`config.mk`:
```
export PLATFORM = sky130hd
export DESIGN_NAME = tcp_offload
export DESIGN_NICKNAME = d
export VERILOG_FILES = /design/src/design/tcp_pkg.sv /design/src/design/tcp_regfile.sv /design/src/design/tcp_dest_decap.sv /design/src/design/tcp_rx_demux.sv /design/src/design/tcp_tx_arb_mux.sv /design/src/design/tcp_stream.sv /design/src/design/tcp_offload.sv
export VERILOG_INCLUDE_DIRS = /design/src /design/src/design
export SDC_FILE = /design/constraint.sdc
export NUM_CORES = 2
export LEC_CHECK = 0
export ABC_AREA = 1
export BUFFER_PORTS_ARGS = -buffer_cell sky130_fd_sc_hd__buf_2
export CAP_MARGIN = 20
export CORE_MARGIN = 2
export CORE_UTILIZATION = 40
export DETAILED_ROUTE_END_ITERATION = 6
export PLACE_DENSITY = 0.62
export SLEW_MARGIN = 0
export SYNTH_ARGS = -nofsm -noshare
export SYNTH_HDL_FRONTEND = slang
export SYNTH_SLANG_ARGS = --single-unit
```
`constraint.sdc`:
```
create_clock -name i_clk -period 2.8 [get_ports i_clk]
set_clock_uncertainty 0.1 [all_clocks]
set_input_delay 0.28 -clock i_clk [delete_from_list [all_inputs] [get_ports i_clk]]
set_output_delay 0.28 -clock i_clk [all_outputs]
set_load 0.01 [all_outputs]
```
`src/design/tcp_consts.svh`:
```
`ifndef TCP_CONSTS_SVH
`define TCP_CONSTS_SVH

// stream blocks behind the demux and arbiter
`define TCP_NUM_STREAMS 4

// payload bytes kept per stream, longer payloads are cut
`define TCP_BUF_DEPTH 16

// cpu word addresses
`define TCP_REG_PORT_BASE 0
`define TCP_REG_CTRL 4
`define TCP_REG_RX_COUNT_BASE 8
`define TCP_REG_DROP_COUNT 12

`endif

```
`src/design/tcp_pkg.sv`:
```
package tcp_pkg;

    // one byte of a stream
    typedef struct packed {
        logic       valid;
        logic [7:0] data;
        logic       last;
    } ip_beat_t;

    // header ports, source first as on the wire
    typedef struct packed {
        logic [15:0] src;
        logic [15:0] dst;
    } tcp_ports_t;

    typedef struct packed {
        logic        req;
        logic        is_wr;
        logic [5:0]  addr;
        logic [31:0] wr_data;
    } cpu_req_t;

    typedef struct packed {
        logic        rd_ack;
        logic        wr_ack;
        logic [31:0] rd_data;
    } cpu_rsp_t;

    typedef enum logic {
        DECAP_HEADER,
        DECAP_PAYLOAD
    } decap_state_e;

    typedef enum logic [2:0] {
        STREAM_IDLE,
        STREAM_RECEIVE,
        STREAM_REQUEST,
        STREAM_SEND_HEADER,
        STREAM_SEND_PAYLOAD
    } stream_state_e;

endpackage

```
`src/design/tcp_regfile.sv`:
```
`timescale 1ns/1ps
`include "tcp_consts.svh"

module tcp_regfile (
    input  logic                          i_clk,
    input  logic                          i_reset,

    input  tcp_pkg::cpu_req_t             i_cpu_req,
    output tcp_pkg::cpu_rsp_t             o_cpu_rsp,

    output logic [15:0]                   o_stream_ports [`TCP_NUM_STREAMS],
    output logic [`TCP_NUM_STREAMS-1:0]   o_stream_enable,
    input  logic [`TCP_NUM_STREAMS-1:0]   i_rx_accept,
    input  logic                          i_rx_drop
);

    localparam int N = `TCP_NUM_STREAMS;

    logic [15:0] port_q [N];
    logic [N-1:0] enable_q;
    logic [31:0] rx_count_q [N];
    logic [31:0] drop_count_q;
    logic [31:0] rd_data;
    logic wr_en;
    logic rd_en;

    assign wr_en = i_cpu_req.req && i_cpu_req.is_wr;
    assign rd_en = i_cpu_req.req && !i_cpu_req.is_wr;

    // read mux, unmapped words read as zero
    always_comb begin
        rd_data = '0;
        for (int i = 0; i < N; i++) begin
            if (i_cpu_req.addr == 6'(`TCP_REG_PORT_BASE + i)) begin
                rd_data = {16'h0000, port_q[i]};
            end
            if (i_cpu_req.addr == 6'(`TCP_REG_RX_COUNT_BASE + i)) begin
                rd_data = rx_count_q[i];
            end
        end
        if (i_cpu_req.addr == 6'(`TCP_REG_CTRL)) begin
            rd_data = 32'(enable_q);
        end
        if (i_cpu_req.addr == 6'(`TCP_REG_DROP_COUNT)) begin
            rd_data = drop_count_q;
        end
    end

    always_ff @(posedge i_clk) begin
        if (i_reset) begin
            for (int i = 0; i < N; i++) begin
                port_q[i] <= '0;
                rx_count_q[i] <= '0;
            end
            enable_q <= '0;
            drop_count_q <= '0;
            o_cpu_rsp <= '0;
        end else begin
            // ack one cycle after the strobe
            o_cpu_rsp.rd_ack <= rd_en;
            o_cpu_rsp.wr_ack <= wr_en;
            o_cpu_rsp.rd_data <= rd_en ? rd_data : 32'h0;

            for (int i = 0; i < N; i++) begin
                if (wr_en && i_cpu_req.addr == 6'(`TCP_REG_PORT_BASE + i)) begin
                    port_q[i] <= i_cpu_req.wr_data[15:0];
                end
                if (i_rx_accept[i]) begin
                    rx_count_q[i] <= rx_count_q[i] + 32'd1;
                end
            end
            if (wr_en && i_cpu_req.addr == 6'(`TCP_REG_CTRL)) begin
                enable_q <= i_cpu_req.wr_data[N-1:0];
            end
            // counter writes fall through with only the ack
            if (i_rx_drop) begin
                drop_count_q <= drop_count_q + 32'd1;
            end
        end
    end

    assign o_stream_ports = port_q;
    assign o_stream_enable = enable_q;

endmodule

```
`src/design/tcp_dest_decap.sv`:
```
`timescale 1ns/1ps

module tcp_dest_decap (
    input  logic                  i_clk,
    input  logic                  i_reset,

    input  tcp_pkg::ip_beat_t     i_rx,
    output tcp_pkg::ip_beat_t     o_payload,

    output tcp_pkg::tcp_ports_t   o_ports,
    output logic                  o_ports_valid
);

    tcp_pkg::decap_state_e state_q;
    logic [1:0] hdr_cnt_q;
    logic [31:0] hdr_q;
    logic first_q;

    // src in the upper half, both msb first
    assign o_ports = tcp_pkg::tcp_ports_t'(hdr_q);

    always_ff @(posedge i_clk) begin
        if (i_reset) begin
            state_q <= tcp_pkg::DECAP_HEADER;
            hdr_cnt_q <= '0;
            hdr_q <= '0;
            first_q <= 1'b0;
            o_payload <= '0;
            o_ports_valid <= 1'b0;
        end else begin
            o_payload <= '0;
            o_ports_valid <= 1'b0;
            case (state_q)
                tcp_pkg::DECAP_HEADER: begin
                    if (i_rx.valid) begin
                        hdr_q <= {hdr_q[23:0], i_rx.data};
                        if (i_rx.last) begin
                            // short segment, nothing goes out
                            hdr_cnt_q <= '0;
                        end else if (hdr_cnt_q == 2'd3) begin
                            hdr_cnt_q <= '0;
                            first_q <= 1'b1;
                            state_q <= tcp_pkg::DECAP_PAYLOAD;
                        end else begin
                            hdr_cnt_q <= hdr_cnt_q + 2'd1;
                        end
                    end
                end
                tcp_pkg::DECAP_PAYLOAD: begin
                    if (i_rx.valid) begin
                        o_payload <= i_rx;
                        o_ports_valid <= first_q;
                        first_q <= 1'b0;
                        if (i_rx.last) begin
                            state_q <= tcp_pkg::DECAP_HEADER;
                        end
                    end
                end
                default: begin
                    state_q <= tcp_pkg::DECAP_HEADER;
                end
            endcase
        end
    end

endmodule

```
`src/design/tcp_rx_demux.sv`:
```
`timescale 1ns/1ps
`include "tcp_consts.svh"

module tcp_rx_demux (
    input  logic                          i_clk,
    input  logic                          i_reset,

    input  tcp_pkg::ip_beat_t             i_payload,
    input  tcp_pkg::tcp_ports_t           i_ports,
    input  logic                          i_ports_valid,

    input  logic [15:0]                   i_stream_ports [`TCP_NUM_STREAMS],
    input  logic [`TCP_NUM_STREAMS-1:0]   i_stream_enable,
    input  logic [`TCP_NUM_STREAMS-1:0]   i_stream_busy,

    output tcp_pkg::ip_beat_t             o_stream_rx [`TCP_NUM_STREAMS],
    output logic [15:0]                   o_remote_port,
    output logic                          o_drop
);

    localparam int N = `TCP_NUM_STREAMS;
    localparam int SEL_W = (N > 1) ? $clog2(N) : 1;

    logic match_found;
    logic [SEL_W-1:0] match_sel;
    logic hit_q;
    logic [SEL_W-1:0] sel_q;
    logic cur_hit;
    logic [SEL_W-1:0] cur_sel;

    // walk downwards so the lowest index wins
    always_comb begin
        match_found = 1'b0;
        match_sel = '0;
        for (int i = N - 1; i >= 0; i--) begin
            if (i_stream_enable[i] && !i_stream_busy[i] &&
                i_stream_ports[i] == i_ports.dst) begin
                match_found = 1'b1;
                match_sel = SEL_W'(i);
            end
        end
    end

    // first beat steers directly, the rest use the latched choice
    assign cur_hit = i_ports_valid ? match_found : hit_q;
    assign cur_sel = i_ports_valid ? match_sel : sel_q;

    always_ff @(posedge i_clk) begin
        if (i_reset) begin
            hit_q <= 1'b0;
            sel_q <= '0;
            o_remote_port <= '0;
            o_drop <= 1'b0;
            for (int i = 0; i < N; i++) begin
                o_stream_rx[i] <= '0;
            end
        end else begin
            o_drop <= i_ports_valid && !match_found;
            if (i_ports_valid) begin
                sel_q <= match_sel;
                o_remote_port <= i_ports.src;
            end
            if (i_payload.valid && i_payload.last) begin
                hit_q <= 1'b0;
            end else if (i_ports_valid) begin
                hit_q <= match_found;
            end
            for (int i = 0; i < N; i++) begin
                if (i_payload.valid && cur_hit && cur_sel == SEL_W'(i)) begin
                    o_stream_rx[i] <= i_payload;
                end else begin
                    o_stream_rx[i] <= '0;
                end
            end
        end
    end

endmodule

```
`src/design/tcp_tx_arb_mux.sv`:
```
`timescale 1ns/1ps
`include "tcp_consts.svh"

module tcp_tx_arb_mux (
    input  logic                          i_clk,
    input  logic                          i_reset,

    input  logic [`TCP_NUM_STREAMS-1:0]   i_req,
    input  tcp_pkg::ip_beat_t             i_tx [`TCP_NUM_STREAMS],

    output logic [`TCP_NUM_STREAMS-1:0]   o_grant,
    output tcp_pkg::ip_beat_t             o_tx
);

    localparam int N = `TCP_NUM_STREAMS;
    localparam int SEL_W = (N > 1) ? $clog2(N) : 1;

    logic [SEL_W-1:0] ptr_q;
    logic [SEL_W-1:0] pick;
    logic pick_found;
    tcp_pkg::ip_beat_t sel_beat;

    // next requester after the last granted one
    always_comb begin
        pick_found = 1'b0;
        pick = ptr_q;
        for (int k = N; k >= 1; k--) begin
            if (i_req[(int'(ptr_q) + k) % N]) begin
                pick_found = 1'b1;
                pick = SEL_W'((int'(ptr_q) + k) % N);
            end
        end
    end

    assign sel_beat = i_tx[ptr_q];

    always_ff @(posedge i_clk) begin
        if (i_reset) begin
            ptr_q <= '0;
            o_grant <= '0;
            o_tx <= '0;
        end else begin
            o_tx <= (|o_grant) ? sel_beat : '0;
            if (|o_grant) begin
                // hold for the whole segment
                if (sel_beat.valid && sel_beat.last) begin
                    o_grant <= '0;
                end
            end else if (pick_found) begin
                o_grant <= N'(1) << pick;
                ptr_q <= pick;
            end
        end
    end

endmodule

```
`src/design/tcp_stream.sv`:
```
`timescale 1ns/1ps
`include "tcp_consts.svh"

module tcp_stream (
    input  logic                i_clk,
    input  logic                i_reset,

    input  tcp_pkg::ip_beat_t   i_rx,
    input  logic [15:0]         i_remote_port,
    input  logic [15:0]         i_local_port,

    input  logic                i_grant,
    output logic                o_req,
    output tcp_pkg::ip_beat_t   o_tx,

    output logic                o_busy,
    output logic                o_accept
);

    localparam int DEPTH = `TCP_BUF_DEPTH;
    localparam int IDX_W = $clog2(DEPTH);
    localparam int LEN_W = $clog2(DEPTH + 1);

    tcp_pkg::stream_state_e state_q;
    logic [7:0] mem [DEPTH];
    logic [LEN_W-1:0] len_q;
    logic [IDX_W-1:0] rd_idx_q;
    logic [1:0] hdr_idx_q;
    logic [15:0] remote_q;
    logic [7:0] hdr_byte;
    logic pay_last;
    logic wr_en;
    logic [IDX_W-1:0] wr_idx;

    // echo header: our port, then theirs
    always_comb begin
        case (hdr_idx_q)
            2'd0: hdr_byte = i_local_port[15:8];
            2'd1: hdr_byte = i_local_port[7:0];
            2'd2: hdr_byte = remote_q[15:8];
            default: hdr_byte = remote_q[7:0];
        endcase
    end

    assign pay_last = (LEN_W'(rd_idx_q) == len_q - LEN_W'(1));

    always_comb begin
        o_tx = '0;
        case (state_q)
            tcp_pkg::STREAM_SEND_HEADER: begin
                o_tx.valid = 1'b1;
                o_tx.data = hdr_byte;
            end
            tcp_pkg::STREAM_SEND_PAYLOAD: begin
                o_tx.valid = 1'b1;
                o_tx.data = mem[rd_idx_q];
                o_tx.last = pay_last;
            end
            default: begin
                o_tx = '0;
            end
        endcase
    end

    // request drops together with the last beat
    assign o_req = (state_q == tcp_pkg::STREAM_REQUEST) ||
                   (state_q == tcp_pkg::STREAM_SEND_HEADER) ||
                   (state_q == tcp_pkg::STREAM_SEND_PAYLOAD && !pay_last);
    assign o_busy = (state_q != tcp_pkg::STREAM_IDLE);

    // bytes past the buffer depth are discarded
    assign wr_en = i_rx.valid && ((state_q == tcp_pkg::STREAM_IDLE) ||
                   (state_q == tcp_pkg::STREAM_RECEIVE && len_q < LEN_W'(DEPTH)));
    assign wr_idx = (state_q == tcp_pkg::STREAM_IDLE) ? '0 : len_q[IDX_W-1:0];

    always_ff @(posedge i_clk) begin
        if (wr_en) begin
            mem[wr_idx] <= i_rx.data;
        end
    end

    always_ff @(posedge i_clk) begin
        if (i_reset) begin
            state_q <= tcp_pkg::STREAM_IDLE;
            len_q <= '0;
            rd_idx_q <= '0;
            hdr_idx_q <= '0;
            remote_q <= '0;
            o_accept <= 1'b0;
        end else begin
            o_accept <= 1'b0;
            case (state_q)
                tcp_pkg::STREAM_IDLE: begin
                    if (i_rx.valid) begin
                        remote_q <= i_remote_port;
                        len_q <= LEN_W'(1);
                        o_accept <= i_rx.last;
                        state_q <= i_rx.last ? tcp_pkg::STREAM_REQUEST
                                             : tcp_pkg::STREAM_RECEIVE;
                    end
                end
                tcp_pkg::STREAM_RECEIVE: begin
                    if (wr_en) begin
                        len_q <= len_q + LEN_W'(1);
                    end
                    if (i_rx.valid && i_rx.last) begin
                        o_accept <= 1'b1;
                        state_q <= tcp_pkg::STREAM_REQUEST;
                    end
                end
                tcp_pkg::STREAM_REQUEST: begin
                    if (i_grant) begin
                        hdr_idx_q <= '0;
                        state_q <= tcp_pkg::STREAM_SEND_HEADER;
                    end
                end
                tcp_pkg::STREAM_SEND_HEADER: begin
                    hdr_idx_q <= hdr_idx_q + 2'd1;
                    if (hdr_idx_q == 2'd3) begin
                        rd_idx_q <= '0;
                        state_q <= tcp_pkg::STREAM_SEND_PAYLOAD;
                    end
                end
                tcp_pkg::STREAM_SEND_PAYLOAD: begin
                    rd_idx_q <= rd_idx_q + IDX_W'(1);
                    if (pay_last) begin
                        state_q <= tcp_pkg::STREAM_IDLE;
                    end
                end
                default: begin
                    state_q <= tcp_pkg::STREAM_IDLE;
                end
            endcase
        end
    end

endmodule

```
`src/design/tcp_offload.sv`:
```
`timescale 1ns/1ps
`include "tcp_consts.svh"

module tcp_offload (
    input  logic                i_clk,
    input  logic                i_reset,

    input  tcp_pkg::cpu_req_t   i_cpu_req,
    output tcp_pkg::cpu_rsp_t   o_cpu_rsp,

    input  tcp_pkg::ip_beat_t   i_rx,
    output tcp_pkg::ip_beat_t   o_tx
);

    localparam int N = `TCP_NUM_STREAMS;

    logic [15:0] stream_ports [N];
    logic [N-1:0] stream_enable;
    logic [N-1:0] stream_accept;
    logic [N-1:0] stream_busy;
    logic [N-1:0] stream_req;
    logic [N-1:0] stream_grant;
    logic rx_drop;

    tcp_pkg::ip_beat_t decap_payload;
    tcp_pkg::tcp_ports_t decap_ports;
    logic decap_ports_valid;

    tcp_pkg::ip_beat_t stream_rx [N];
    tcp_pkg::ip_beat_t stream_tx [N];
    logic [15:0] remote_port;

    tcp_regfile u_tcp_regfile (
        .i_clk            (i_clk),
        .i_reset          (i_reset),
        .i_cpu_req        (i_cpu_req),
        .o_cpu_rsp        (o_cpu_rsp),
        .o_stream_ports   (stream_ports),
        .o_stream_enable  (stream_enable),
        .i_rx_accept      (stream_accept),
        .i_rx_drop        (rx_drop)
    );

    tcp_dest_decap u_tcp_dest_decap (
        .i_clk            (i_clk),
        .i_reset          (i_reset),
        .i_rx             (i_rx),
        .o_payload        (decap_payload),
        .o_ports          (decap_ports),
        .o_ports_valid    (decap_ports_valid)
    );

    tcp_rx_demux u_tcp_rx_demux (
        .i_clk            (i_clk),
        .i_reset          (i_reset),
        .i_payload        (decap_payload),
        .i_ports          (decap_ports),
        .i_ports_valid    (decap_ports_valid),
        .i_stream_ports   (stream_ports),
        .i_stream_enable  (stream_enable),
        .i_stream_busy    (stream_busy),
        .o_stream_rx      (stream_rx),
        .o_remote_port    (remote_port),
        .o_drop           (rx_drop)
    );

    // one echo buffer per connection
    generate
        for (genvar i = 0; i < N; i++) begin : g_streams
            tcp_stream u_tcp_stream (
                .i_clk          (i_clk),
                .i_reset        (i_reset),
                .i_rx           (stream_rx[i]),
                .i_remote_port  (remote_port),
                .i_local_port   (stream_ports[i]),
                .i_grant        (stream_grant[i]),
                .o_req          (stream_req[i]),
                .o_tx           (stream_tx[i]),
                .o_busy         (stream_busy[i]),
                .o_accept       (stream_accept[i])
            );
        end
    endgenerate

    tcp_tx_arb_mux u_tcp_tx_arb_mux (
        .i_clk            (i_clk),
        .i_reset          (i_reset),
        .i_req            (stream_req),
        .i_tx             (stream_tx),
        .o_grant          (stream_grant),
        .o_tx             (o_tx)
    );

endmodule

```
==> results.cfg <==
[status]
status = complete, no violations

[grt]
grt_use_total_pct = 22.6
grt_first_pass_wirelength_mm = 204
grt_max_degree = 65
antenna_found_initial = 5
grt_pass1_vias = 34000
grt_overflow = 0

[job]
max-cap-violations = 0

[cells_and_area]
nFillCells = 10600
syn_to_final_growth_pct = 15.6
final_cell_mix = nor2_1, edfxtp_1, nand2_1
seq_area_sq_um = 27200
multi_input_area_sq_um = 15900
drive_gt1_share_pct = 10.4
layoutNonFillerInstCount = 6681
final_nets = 5173
final_common_cell = nor2_1

[drt]
post_drt_wl_per_cell_um = 20.2
detail-route-antenna-nets = 0
first_pass_iters = 6
drc_errors = 0
drt-total-wl_mm = 135
dr_total_vias = 36400
drt-initial-drc-count = 3335
avgViaCountPerCell = 5.44

[power_and_ir_drop]
ir_worst_vdd_mv = 0.439
powerDensity_nw_per_um2 = 624
p_total_mw = 32.9
p_leak_nw = 19.4

[synthesis]
syn_inst = 4893
syn_nets = 4979
synth-seq-area-share_pct = 59.6
ys_ff_latch = 1037
yosys.area.top_type = edfxtp_1
synth_area_sq_um = 45600
synth_top_area_share_pct = 42.2
synth_enable_flop_cells = 640
synth.top_cells.by_area = edfxtp_1, dfxtp_1, o21ai_0
synth_ff_type = edfxtp_1
yosys.cell_types.count = 61
yosysWarningCount = 0
syn_avg_cell_area_sq_um = 9.31
async_flop_share_pct = 0

[place]
gp_congestion = 0.942
place_inst = 6442
dp_hpwl_mm = 94.9
io_buffers = 79

[critical_path]
arrival_ns = 2.92
crit_path_start_kind = flop
critPathKind = reg2reg
required_ns = 3.14
setup.worst_path.end_class = flop
cp_max_fo = 4

[die]
die_h_um = 342
coreArea_sq_um = 113000
rows = 123
initial_utilization_pct = 40.4
ios = 96
die-area_sq_um = 117000
die_w_um = 342

[cts]
clk_path_buf_depth = 3
cts.sinks = 1037
cts_root_buffer = clkbuf_16
insertion_delay_ns = 0.69
numCtsBuffers = 107
clkSlewWorstSetupHoldPaths_ns = 0.06
cts_tree = done
cts.htree.levels = 3

[sta]
relSlewSlack_pct = 43.0
min_period_ns = 2.58
setup_viol = 0
period_share_pct = 92.3
final-hold-violation-count = 0
final_max_slew_viol_count = 0
tightestPinTransition_ns = 0.852
max_freq_ghz = 0.387

[hold_path]
hold_path.class = in2reg
-- worst max-delay path: stages (launching register included) --
cell,delay [ns]
edfxtp_1,0.40
inv_1,0.07
nor3_2,0.20
nand2_1,0.11
nor2_2,0.14
nand3_1,0.10
nor2_1,0.18
inv_1,0.09
nor2_1,0.14
nand3_1,0.22
nor2_4,0.20
inv_2,0.05
nor2_1,0.12
a21oi_1,0.08
o21a_1,0.12
-- registers in the layout (all words and copies together), names as in the netlist, 2 cells and up, named ones only --
signal                            cells
g_streams.u_tcp_stream.hdr_idx_q      8
g_streams.u_tcp_stream.len_q         20
g_streams.u_tcp_stream.mem          512
g_streams.u_tcp_stream.o_accept       4
g_streams.u_tcp_stream.rd_idx_q      16
g_streams.u_tcp_stream.remote_q      64
g_streams.u_tcp_stream.state_q       12
u_tcp_dest_decap.hdr_cnt_q            2
u_tcp_dest_decap.o_payload           10
u_tcp_dest_decap.o_ports             32
u_tcp_regfile.drop_count_q           32
u_tcp_regfile.o_cpu_rsp              34
u_tcp_regfile.o_stream_enable         4
u_tcp_regfile.o_stream_ports         64
u_tcp_regfile.rx_count_q            128
u_tcp_rx_demux.o_remote_port         16
u_tcp_rx_demux.o_stream_rx           40
u_tcp_rx_demux.sel_q                  2
u_tcp_tx_arb_mux.o_grant              4
u_tcp_tx_arb_mux.o_tx                10
u_tcp_tx_arb_mux.ptr_q                2
-- final timing paths --
kind                                        from                          endpoint  slack [ns]  depth (start not counted)
setup / recovery  u_tcp_regfile.rx_count_q[3][0]   u_tcp_regfile.rx_count_q[3][31]        0.22                         14
setup reg to reg  u_tcp_regfile.rx_count_q[3][0]   u_tcp_regfile.rx_count_q[3][31]        0.22                         14
hold / removal                     i_cpu_req[34]  u_tcp_regfile.o_stream_ports[63]        0.16                          6
hold reg to reg         u_tcp_dest_decap.first_q    u_tcp_dest_decap.o_ports_valid        0.35                          2
-- cells in the mapped netlist (4+ instances only) --
cell	instances
a211oi_1	12
a21boi_0	4
a21o_1	5
a21oi_1	351
a221oi_1	16
a22o_1	12
a22oi_1	15
a31oi_1	23
a41oi_1	4
buf_1	12
buf_2	15
clkbuf_1	193
clkinv_1	11
dfxtp_1	397
edfxtp_1	640
ha_1	34
inv_1	418
inv_2	23
nand2_1	621
nand2_2	4
nand3_1	199
nand3_2	11
nand4_1	37
nor2_1	734
nor2_2	16
nor2_4	5
nor3_1	104
nor3_2	6
nor3b_1	16
nor4_1	31
o2111ai_1	11
o211ai_1	36
o21a_1	12
o21ai_0	602
o21ai_1	14
o221ai_1	86
o22ai_1	91
or2_2	5
xnor2_1	12
xor2_1	25
-- through the flow --
step	TNS, ns	hold WS, ns	cell area (sq um)	worst slack, ns	utilization [%]
floorplan	0	0.291	45600	0.391	-
global placement	0	0.332	48700	0.208	43.2
detailed placement	0	0.342	48700	0.194	43.2
CTS	0	0.115	52600	0.168	46.6
global route	-0.00733	0.167	52700	-0.00733	46.7
finish	0	0.157	52700	0.216	46.7
-- per-layer routing --
layer  global-route usage [%]  up-vias  wire [um]
met3                     3.34      254       9110
met5                        0        -         28
met2                     36.2     1240      62100
met1                     31.1    17300      58900
met4                     8.65        4       4790
li1                         -    17500          -
-- repair_timing --
action	in CTS	in global routing
setup buffers	0	5
setup endpoints to repair	0	22
endpoints found under the hold margin	100	0
hold buffers	31	0
resized for setup	0	16
-- report_power, final --
part	switching (mW)	internal [mW]
clock network	5.99	8.53
registers	0.242	16.2
logic	1.32	0.566
total	7.55	25.3
-- kinds of logic after synthesis --
family / count (synthesis) / synth area share (%)
XOR/XNOR: 37 / 0.711
AND/OR/NAND/NOR: 1806 / 16.9
flip-flops: 1037 / 59.6
adder cells (fa/ha/maj): 34 / 0.933
buffers and inverters: 673 / 5.59
AO/OA/AOI/OAI: 1306 / 16.3
-- layout make-up --
cell class | count | area share (%)
flip-flops and latches | 1037 | 51.6
clock buffers | 164 | 6.10
clock inverters | 36 | 0.696
inverters | 452 | 3.22
well taps | 1500 | 3.56
repair buffers | 306 | 4.59
diodes | 3 | 0.0142
multi-input cells | 3183 | 30.3
No activity file was read; power rests on OpenSTA's default activity.
